## src/exec_pkg.sv

```systemverilog
`default_nettype none

package exec_pkg;

    // Datapath width and register file geometry
    localparam int unsigned XLEN        = 32;
    localparam int unsigned REG_NUM     = 32;
    localparam int unsigned REG_IDX_LEN = 5;

    // Immediate field width, as in the RISC-V I-type format
    localparam int unsigned IMM_LEN = 12;

    // One architectural data word
    typedef logic [XLEN-1:0] word_t;

    // Register index, x0 to x31
    typedef logic [REG_IDX_LEN-1:0] reg_idx_t;

    // Signed immediate, sign extended inside the ALU
    typedef logic signed [IMM_LEN-1:0] imm_t;

    // ALU opcode
    typedef logic [2:0] alu_op_t;

    // Register-register operations
    localparam alu_op_t OP_ADD = 3'd0;
    localparam alu_op_t OP_SUB = 3'd1;
    localparam alu_op_t OP_AND = 3'd2;
    localparam alu_op_t OP_OR  = 3'd3;
    localparam alu_op_t OP_XOR = 3'd4;
    // Shift amount is the low 5 bits of rs2
    localparam alu_op_t OP_SLL = 3'd5;
    localparam alu_op_t OP_SRL = 3'd6;
    // Register-immediate add, rs2 is ignored
    localparam alu_op_t OP_ADDI = 3'd7;

endpackage

`default_nettype wire

```

## src/instr_fifo.sv

```systemverilog
`timescale 1ns/1ns
`default_nettype none

module instr_fifo
    import exec_pkg::*;
#(
    parameter int unsigned ISSUE_DEPTH = 4
) (
    input  logic     clk_i,
    input  logic     rst_n_i,

    // Write side, from the instruction channel
    input  logic     push_i,
    input  alu_op_t  push_op_i,
    input  reg_idx_t push_rd_i,
    input  reg_idx_t push_rs1_i,
    input  reg_idx_t push_rs2_i,
    input  imm_t     push_imm_i,

    // Read side, towards issue control
    input  logic     pop_i,
    output alu_op_t  head_op_o,
    output reg_idx_t head_rd_o,
    output reg_idx_t head_rs1_o,
    output reg_idx_t head_rs2_o,
    output imm_t     head_imm_o,
    output logic     empty_o
);

    // Pointer and occupancy widths, at least one bit each
    localparam int unsigned PTR_LEN = (ISSUE_DEPTH > 1) ? $clog2(ISSUE_DEPTH) : 1;
    localparam int unsigned CNT_LEN = $clog2(ISSUE_DEPTH + 1);

    // Entry storage, one array per field
    alu_op_t  op_mem  [ISSUE_DEPTH];
    reg_idx_t rd_mem  [ISSUE_DEPTH];
    reg_idx_t rs1_mem [ISSUE_DEPTH];
    reg_idx_t rs2_mem [ISSUE_DEPTH];
    imm_t     imm_mem [ISSUE_DEPTH];

    logic [PTR_LEN-1:0] wr_ptr_q;
    logic [PTR_LEN-1:0] rd_ptr_q;
    logic [CNT_LEN-1:0] count_q;

    // Advance a pointer with wrap at the last entry
    function automatic logic [PTR_LEN-1:0] next_ptr(input logic [PTR_LEN-1:0] ptr);
        logic [PTR_LEN-1:0] nxt;
        if (ptr == PTR_LEN'(ISSUE_DEPTH - 1)) begin
            nxt = '0;
        end else begin
            nxt = ptr + 1'b1;
        end
        return nxt;
    endfunction

    // Pointers and occupancy count
    always_ff @(posedge clk_i or negedge rst_n_i) begin
        if (!rst_n_i) begin
            wr_ptr_q <= '0;
            rd_ptr_q <= '0;
            count_q  <= '0;
        end else begin
            if (push_i) begin
                wr_ptr_q <= next_ptr(wr_ptr_q);
            end
            if (pop_i) begin
                rd_ptr_q <= next_ptr(rd_ptr_q);
            end
            // Simultaneous push and pop leaves the count unchanged
            if (push_i && !pop_i) begin
                count_q <= count_q + 1'b1;
            end else if (!push_i && pop_i) begin
                count_q <= count_q - 1'b1;
            end
        end
    end

    // Payload write, no reset on storage
    always_ff @(posedge clk_i) begin
        if (push_i) begin
            op_mem[wr_ptr_q]  <= push_op_i;
            rd_mem[wr_ptr_q]  <= push_rd_i;
            rs1_mem[wr_ptr_q] <= push_rs1_i;
            rs2_mem[wr_ptr_q] <= push_rs2_i;
            imm_mem[wr_ptr_q] <= push_imm_i;
        end
    end

    // Oldest entry is always at the read pointer
    assign head_op_o  = op_mem[rd_ptr_q];
    assign head_rd_o  = rd_mem[rd_ptr_q];
    assign head_rs1_o = rs1_mem[rd_ptr_q];
    assign head_rs2_o = rs2_mem[rd_ptr_q];
    assign head_imm_o = imm_mem[rd_ptr_q];
    assign empty_o    = (count_q == '0);

endmodule

`default_nettype wire

```

## src/issue_ctrl.sv

```systemverilog
`timescale 1ns/1ns
`default_nettype none

module issue_ctrl
    import exec_pkg::*;
(
    input  logic     clk_i,
    input  logic     rst_n_i,

    // Queue head
    input  logic     empty_i,
    input  reg_idx_t head_rd_i,
    input  reg_idx_t head_rs1_i,
    input  reg_idx_t head_rs2_i,

    // Issue outputs
    output logic     pop_o,
    output logic     issue_valid_o,
    output logic     credit_o,

    // Write-back from the ALU pipeline
    input  logic     wb_valid_i,
    input  reg_idx_t wb_rd_i
);

    // One bit per register, set while a result is pending
    logic [REG_NUM-1:0] busy_q;
    logic [REG_NUM-1:0] busy_d;

    logic rs1_busy;
    logic rs2_busy;
    logic rd_busy;
    logic issue;
    logic credit_q;

    // Scoreboard lookup for the head entry
    // x0 bit is never set, so reads of x0 never stall
    assign rs1_busy = busy_q[head_rs1_i];
    assign rs2_busy = busy_q[head_rs2_i];

    // An older pending write to the same rd would clear the bit early
    // on its write-back, so the head also waits for its own rd
    assign rd_busy = busy_q[head_rd_i];

    // Issue decision, purely combinational
    assign issue = !empty_i && !rs1_busy && !rs2_busy && !rd_busy;

    assign pop_o         = issue;
    assign issue_valid_o = issue;

    // Next scoreboard state
    always_comb begin
        busy_d = busy_q;
        // Clear on write-back, same edge as the register file write
        if (wb_valid_i) begin
            busy_d[wb_rd_i] = 1'b0;
        end
        // Set on issue, applied last so that it wins over a clear
        if (issue && (head_rd_i != '0)) begin
            busy_d[head_rd_i] = 1'b1;
        end
        // x0 never holds a pending result
        busy_d[0] = 1'b0;
    end

    always_ff @(posedge clk_i or negedge rst_n_i) begin
        if (!rst_n_i) begin
            busy_q <= '0;
        end else begin
            busy_q <= busy_d;
        end
    end

    // Credit pulse in the cycle after the entry leaves the queue
    always_ff @(posedge clk_i or negedge rst_n_i) begin
        if (!rst_n_i) begin
            credit_q <= 1'b0;
        end else begin
            credit_q <= issue;
        end
    end

    assign credit_o = credit_q;

endmodule

`default_nettype wire

```

## src/int_rf.sv

```systemverilog
`timescale 1ns/1ns
`default_nettype none

module int_rf
    import exec_pkg::*;
(
    input  logic     clk_i,
    input  logic     rst_n_i,

    // Write port, fed by the ALU result
    input  logic     wr_valid_i,
    input  reg_idx_t wr_rd_idx_i,
    input  word_t    wr_value_i,

    // Operand read ports
    input  reg_idx_t rs1_idx_i,
    input  reg_idx_t rs2_idx_i,
    output word_t    rs1_value_o,
    output word_t    rs2_value_o
);

    // Architectural registers
    word_t rf_q [REG_NUM];

    // Synchronous write, x0 forced to zero every cycle
    always_ff @(posedge clk_i or negedge rst_n_i) begin
        if (!rst_n_i) begin
            for (int i = 0; i < REG_NUM; i++) begin
                rf_q[i] <= '0;
            end
        end else begin
            rf_q[0] <= '0;
            // Writes to x0 are dropped
            if (wr_valid_i && (wr_rd_idx_i != '0)) begin
                rf_q[wr_rd_idx_i] <= wr_value_i;
            end
        end
    end

    // Combinational reads, no bypass of the write in flight
    assign rs1_value_o = rf_q[rs1_idx_i];
    assign rs2_value_o = rf_q[rs2_idx_i];

endmodule

`default_nettype wire

```

## src/alu_pipe.sv

```systemverilog
`timescale 1ns/1ns
`default_nettype none

module alu_pipe
    import exec_pkg::*;
(
    input  logic     clk_i,
    input  logic     rst_n_i,

    // Issued instruction and its operands
    input  logic     issue_valid_i,
    input  alu_op_t  op_i,
    input  reg_idx_t rd_i,
    input  word_t    rs1_value_i,
    input  word_t    rs2_value_i,
    input  imm_t     imm_i,

    // Registered result
    output logic     res_valid_o,
    output reg_idx_t res_rd_o,
    output word_t    res_value_o
);

    // Shift amount width, 5 bits for 32-bit words
    localparam int unsigned SHAMT_LEN = $clog2(XLEN);

    // Stage 1 registers
    logic     s1_valid_q;
    alu_op_t  s1_op_q;
    reg_idx_t s1_rd_q;
    word_t    s1_rs1_q;
    word_t    s1_rs2_q;
    imm_t     s1_imm_q;

    // Stage 2 registers
    logic     s2_valid_q;
    reg_idx_t s2_rd_q;
    word_t    s2_value_q;

    word_t               imm_ext;
    logic [SHAMT_LEN-1:0] shamt;
    word_t               alu_res;

    // Valid bits are the only control state
    always_ff @(posedge clk_i or negedge rst_n_i) begin
        if (!rst_n_i) begin
            s1_valid_q <= 1'b0;
            s2_valid_q <= 1'b0;
        end else begin
            s1_valid_q <= issue_valid_i;
            s2_valid_q <= s1_valid_q;
        end
    end

    // Stage 1 operand capture at the issue edge
    always_ff @(posedge clk_i) begin
        s1_op_q  <= op_i;
        s1_rd_q  <= rd_i;
        s1_rs1_q <= rs1_value_i;
        s1_rs2_q <= rs2_value_i;
        s1_imm_q <= imm_i;
    end

    // Sign-extend the 12-bit immediate
    assign imm_ext = {{(XLEN - IMM_LEN){s1_imm_q[IMM_LEN-1]}}, s1_imm_q};
    assign shamt   = s1_rs2_q[SHAMT_LEN-1:0];

    // Opcode function
    always_comb begin
        unique case (s1_op_q)
            OP_ADD:  alu_res = s1_rs1_q + s1_rs2_q;
            OP_SUB:  alu_res = s1_rs1_q - s1_rs2_q;
            OP_AND:  alu_res = s1_rs1_q & s1_rs2_q;
            OP_OR:   alu_res = s1_rs1_q | s1_rs2_q;
            OP_XOR:  alu_res = s1_rs1_q ^ s1_rs2_q;
            OP_SLL:  alu_res = s1_rs1_q << shamt;
            OP_SRL:  alu_res = s1_rs1_q >> shamt;
            OP_ADDI: alu_res = s1_rs1_q + imm_ext;
            default: alu_res = '0;
        endcase
    end

    // Stage 2 result capture, one edge after issue
    always_ff @(posedge clk_i) begin
        s2_rd_q    <= s1_rd_q;
        s2_value_q <= alu_res;
    end

    assign res_valid_o = s2_valid_q;
    assign res_rd_o    = s2_rd_q;
    assign res_value_o = s2_value_q;

endmodule

`default_nettype wire

```

## src/exec_top.sv

```systemverilog
`timescale 1ns/1ns
`default_nettype none

module exec_top
    import exec_pkg::*;
#(
    parameter int unsigned ISSUE_DEPTH = 4
) (
    input  logic     clk_i,
    input  logic     rst_n_i,

    // Credit-based instruction channel
    input  logic     instr_valid_i,
    input  alu_op_t  instr_op_i,
    input  reg_idx_t instr_rd_i,
    input  reg_idx_t instr_rs1_i,
    input  reg_idx_t instr_rs2_i,
    input  imm_t     instr_imm_i,
    output logic     instr_credit_o,

    // In-order commit, no back-pressure
    output logic     commit_valid_o,
    output reg_idx_t commit_rd_o,
    output word_t    commit_value_o
);

    // Queue head
    alu_op_t  head_op;
    reg_idx_t head_rd;
    reg_idx_t head_rs1;
    reg_idx_t head_rs2;
    imm_t     head_imm;
    logic     fifo_empty;

    // Issue control
    logic     fifo_pop;
    logic     issue_valid;

    // Operands from the register file
    word_t    rs1_value;
    word_t    rs2_value;

    // ALU result, shared by write-back and commit
    logic     res_valid;
    reg_idx_t res_rd;
    word_t    res_value;

    instr_fifo #(
        .ISSUE_DEPTH (ISSUE_DEPTH)
    ) u_fifo (
        .clk_i      (clk_i),
        .rst_n_i    (rst_n_i),
        .push_i     (instr_valid_i),
        .push_op_i  (instr_op_i),
        .push_rd_i  (instr_rd_i),
        .push_rs1_i (instr_rs1_i),
        .push_rs2_i (instr_rs2_i),
        .push_imm_i (instr_imm_i),
        .pop_i      (fifo_pop),
        .head_op_o  (head_op),
        .head_rd_o  (head_rd),
        .head_rs1_o (head_rs1),
        .head_rs2_o (head_rs2),
        .head_imm_o (head_imm),
        .empty_o    (fifo_empty)
    );

    issue_ctrl u_issue (
        .clk_i         (clk_i),
        .rst_n_i       (rst_n_i),
        .empty_i       (fifo_empty),
        .head_rd_i     (head_rd),
        .head_rs1_i    (head_rs1),
        .head_rs2_i    (head_rs2),
        .pop_o         (fifo_pop),
        .issue_valid_o (issue_valid),
        .credit_o      (instr_credit_o),
        .wb_valid_i    (res_valid),
        .wb_rd_i       (res_rd)
    );

    // Head source indices drive the read ports directly
    int_rf u_rf (
        .clk_i       (clk_i),
        .rst_n_i     (rst_n_i),
        .wr_valid_i  (res_valid),
        .wr_rd_idx_i (res_rd),
        .wr_value_i  (res_value),
        .rs1_idx_i   (head_rs1),
        .rs2_idx_i   (head_rs2),
        .rs1_value_o (rs1_value),
        .rs2_value_o (rs2_value)
    );

    alu_pipe u_alu (
        .clk_i         (clk_i),
        .rst_n_i       (rst_n_i),
        .issue_valid_i (issue_valid),
        .op_i          (head_op),
        .rd_i          (head_rd),
        .rs1_value_i   (rs1_value),
        .rs2_value_i   (rs2_value),
        .imm_i         (head_imm),
        .res_valid_o   (res_valid),
        .res_rd_o      (res_rd),
        .res_value_o   (res_value)
    );

    // Commit mirrors the write-back port
    assign commit_valid_o = res_valid;
    assign commit_rd_o    = res_rd;
    assign commit_value_o = res_value;

endmodule

`default_nettype wire

```

## config.mk

```make
export PLATFORM = sky130hd
export DESIGN_NAME = exec_top
export DESIGN_NICKNAME = d
export VERILOG_FILES = /design/src/exec_pkg.sv /design/src/instr_fifo.sv /design/src/issue_ctrl.sv /design/src/int_rf.sv /design/src/alu_pipe.sv /design/src/exec_top.sv
export SDC_FILE = /design/constraint.sdc
export NUM_CORES = 2
export LEC_CHECK = 0
export BUFFER_PORTS_ARGS = -buffer_cell sky130_fd_sc_hd__buf_2
export CORE_MARGIN = 8
export CORE_UTILIZATION = 45
export DETAILED_ROUTE_END_ITERATION = 6
export PLACE_DENSITY = 0.69
export RECOVER_POWER = 100
export SLEW_MARGIN = 25
export SYNTH_ARGS = -nofsm -noshare
export SYNTH_HDL_FRONTEND = slang
export SYNTH_SLANG_ARGS = --single-unit
export TNS_END_PERCENT = 20
```

## constraint.sdc

```tcl
create_clock -name clk_i -period 6.9 [get_ports clk_i]
set_clock_uncertainty 0.1 [all_clocks]
set_input_delay 1.38 -clock clk_i [delete_from_list [all_inputs] [get_ports clk_i]]
set_output_delay 1.38 -clock clk_i [all_outputs]
set_load 0.005 [all_outputs]
```

==> run metrics <==
run status finished with violations; violations in the final reports DRC, capacitance limit, slew limit; antenna violations before repair 8; Synth Area in Simple Gates 6.98%; fraction of the cycle the final worst path needs approximately nine tenths; WL/cell 30.4 um; FFs w/ async S/R, synth between 80% and 90%; arrival time at the worst endpoint roughly 6700 ps; GRT Resource Usage Total between 20% and 30%; relative area change from synthesis to final layout 9.98%; total number of clock tree sinks approximately 1300; Setup Crit Path Kind flop to flop; complex-gate fraction of the synthesized area around 6.3%; vias after detailed routing 50600; adder and majority gate portion of the synthesized area approximately 1.9%; antenna-violating nets left 0; sum of negative setup slack 0 ps; largest fanout on the critical path 39; total I/O pin count about 70; EDFF count, synth 120; count of distinct cell types in the synthesized netlist 79; pin count of the biggest net entering global routing between 150 and 200; average size of a mapped cell ~13 sq um; beginning of the worst register-to-register path u_fifo.rd_ptr_q[1]; initial cell density of the core a little under half; number of cell rows about 150; xor/xnor cell area share of the yosys netlist 0.281%; count of warnings emitted by yosys 0; worst-margin pin slew 5000 ps; DRC violations left 3; cell area after synthesis approximately 70000 sq um; width of the chip 415 um; height of the chip approximately 420 um; startpoint of the worst hold path u_alu.s1_rd_q[0]; vias in the first global route roughly 51000; flip-flop and latch count after synthesis ~1300; area leader, netlist sky130_fd_sc_hd__dfrtp_1; setup bufs post-CTS 0; Top FF cell, synth sky130_fd_sc_hd__dfrtp_1; pwr dens about 530 nW/um^2; DRC violation total after the first TritonRoute iteration about 5700; nets@finish 5613; Final Hold Fails 0; fraction of synthesized cell area taken by the top area cell type between 30% and 40%; wire length of the first global-routing pass 345000 um; ratio of routed vias to standard cells around 6.6; slack of the worst reg-to-reg path 760 ps; ratio of cells with drive above 1 in the final layout between 30% and 40%; wirelength, routed about 230000 um; Placeable Area approximately 160000 sq um; number of cells traversed by the worst hold path 0; GPL Wtd Cong 0.963; number of cells in the design after placement 7400; VDD IR max between 400 and 500 uV; synth cell count leaders sky130_fd_sc_hd__dfrtp_1, sky130_fd_sc_hd__mux2_2, sky130_fd_sc_hd__nand2_1, sky130_fd_sc_hd__mux4_2, sky130_fd_sc_hd__clkbuf_1; combinational family with the most area after synthesis multiplexers; Area contributors post-synth sky130_fd_sc_hd__dfrtp_1, sky130_fd_sc_hd__mux4_2, sky130_fd_sc_hd__mux2_2; count of non-filler cells in the finished layout roughly 7700; cell count of the worst reg-to-reg path 11; RSZ-0062 raised after global routing false; placed wire-length estimate after detailed placement between 100000 and 150000 um; Clock Latency Late Sink about 800 ps; CP Capture Type flop; max frequency between 150 and 200 MHz; capture instance of the worst register-to-register path u_alu.s1_rs2_q[1]; minimum clock period after layout roughly 6100 ps; overflow left after global routing 0; # resized after CTS 0; number of buffers created by CTS ~140; number of buffers added to fix hold violations after cts 0; count of final setup violators 0; detailed-router iteration count before antenna repair 7; most common cell in the netlist sky130_fd_sc_hd__dfrtp_1; critical path startpoint category flop; H-tree lvl count 4; worst hold path endpoint u_alu.res_rd_o[0]; Rel. slew slack -233%; Port Buffer Count 71; Total Die Area 173000 sq um; CTS tree yes; sequential element share of the synthesized area approximately 45%; required time of the critical path 7410 ps; max-cap check violation count between 50 and 60; min-delay worst type flop to flop; clock tree root driver cell sky130_fd_sc_hd__clkbuf_16; multiplexer share of the synthesized area between 30% and 40%; Post-Syn Instances 5591; leakage power roughly 34 nW; number of buffers on the longest clock path 3; number of fillers in the final layout 13500; clock transition time at the flip-flop clock pins of the worst setup and hold paths ~60 ps; Final Max Tran Viols between 1500 and 2000
-- cells by family after synthesis --
| kind of cell | after synthesis |
|---|---|
| compound gates | 697 |
| xor+xnor | 23 |
| fa+ha+maj | 105 |
| buf+inv | 626 |
| flops | 1305 |
| mux | 1694 |
| other cells | 1 |
| simple gates | 1140 |
-- critical path: stages (launching register included) --
cell and delay [ps]:
sky130_fd_sc_hd__dfrtp_2 600, sky130_fd_sc_hd__clkbuf_1 1530, sky130_fd_sc_hd__mux2i_1 360, sky130_fd_sc_hd__mux2i_4 930
sky130_fd_sc_hd__buf_12 330, sky130_fd_sc_hd__buf_4 580, sky130_fd_sc_hd__mux4_2 330, sky130_fd_sc_hd__nand2_1 50
sky130_fd_sc_hd__a21oi_1 180, sky130_fd_sc_hd__a21oi_1 50, sky130_fd_sc_hd__o21ai_0 310, sky130_fd_sc_hd__clkbuf_1 500
-- how the worst max path moves through the flow --
| stage | startpoint | slack [ps] | to | cells past startpoint |
|---|---|---|---|---|
| after detailed placement | u_alu.s1_rs2_q[0] | 1580 | u_alu.res_value_o[25] | 16 |
| final | u_fifo.rd_ptr_q[1] | 760 | u_alu.s1_rs2_q[1] | 11 |
| after global routing | u_fifo.rd_ptr_q[1] | 590 | u_alu.s1_rs2_q[1] | 11 |
| after floorplan | u_alu.s1_rs2_q[0] | 1840 | u_alu.res_value_o[30] | 23 |
| after CTS | u_alu.s1_rs2_q[0] | 1550 | u_alu.res_value_o[25] | 16 |
| after global placement | u_alu.s1_rs2_q[0] | 1650 | u_alu.res_value_o[30] | 18 |
-- per-stage QoR --
step           instance area (sq um)  hold WS [ps]  power, mW  worst slack (ps)  utilization (%)
5_1_grt                        78900           237       44.1               588             49.8
4_1_cts                        79200           228       42.0              1550             50.0
2_1_floorplan                  71900           210       27.2              1840                -
6_report                       79000           227       42.2               761             49.9
3_5_place_dp                   74400           214       34.1              1580             47.0
3_3_place_gp                   74400           210       33.6              1650             47.0
-- cells in the final DEF, fill, tap and decap left out, types with 12 or more instances in the layout --
master                         n
sky130_fd_sc_hd__a211oi_1     40
sky130_fd_sc_hd__a21o_1       21
sky130_fd_sc_hd__a21oi_1     253
sky130_fd_sc_hd__a221o_1      17
sky130_fd_sc_hd__a221oi_1     20
sky130_fd_sc_hd__a311o_1      33
sky130_fd_sc_hd__a32o_1       31
sky130_fd_sc_hd__and2_0       17
sky130_fd_sc_hd__and2_1       28
sky130_fd_sc_hd__and3_1       12
sky130_fd_sc_hd__buf_12       17
sky130_fd_sc_hd__buf_2        31
sky130_fd_sc_hd__buf_4        77
sky130_fd_sc_hd__clkbuf_1    127
sky130_fd_sc_hd__clkbuf_16   144
sky130_fd_sc_hd__clkbuf_8     37
sky130_fd_sc_hd__clkinv_2     21
sky130_fd_sc_hd__conb_1       32
sky130_fd_sc_hd__dfrtp_1    1063
sky130_fd_sc_hd__dfxtp_1     116
sky130_fd_sc_hd__diode_2      14
sky130_fd_sc_hd__edfxtp_1    120
sky130_fd_sc_hd__ha_1        103
sky130_fd_sc_hd__inv_1        98
sky130_fd_sc_hd__mux2_2     1004
sky130_fd_sc_hd__mux2i_1      92
sky130_fd_sc_hd__mux4_2      582
sky130_fd_sc_hd__nand2_1     613
sky130_fd_sc_hd__nand2b_1     33
sky130_fd_sc_hd__nand3_1     120
sky130_fd_sc_hd__nor2_1      167
sky130_fd_sc_hd__nor3_1       41
sky130_fd_sc_hd__nor4_1       12
sky130_fd_sc_hd__o21ai_0     148
sky130_fd_sc_hd__o22ai_1      22
sky130_fd_sc_hd__o311ai_0     17
sky130_fd_sc_hd__xnor2_1      14
-- metal layers --
metal  vias up  wire [um]  global-route usage (%)
met4         2      13000                    13.0
met1     26600      92100                    34.9
met2      2477     108000                    41.6
met3       672      20500                    5.72
li1      20800          -                       -
met5         -         13                       0
-- power breakdown --
part           total, mW  leakage (nW)  switching, mW  internal [mW]
logic               21.0          15.1           11.8           9.20
registers           13.4          16.4           2.61           10.8
clock network       7.82          2.36           3.34           4.48
total               42.2          33.8           17.7           24.4
-- final cells by class --
cell class | instances | area [sq um] | share of cell area [%]
diodes | 14 | 35.0 | 0.0444
clock buffers | 207 | 4210 | 5.33
clock inverters | 58 | 631 | 0.799
inverters | 103 | 387 | 0.490
multi-input cells | 3691 | 36900 | 46.7
flip-flops and latches | 1305 | 32700 | 41.4
well taps | 2072 | 2590 | 3.28
repair buffers | 231 | 1530 | 1.93
(Power assumes the default switching activity.)
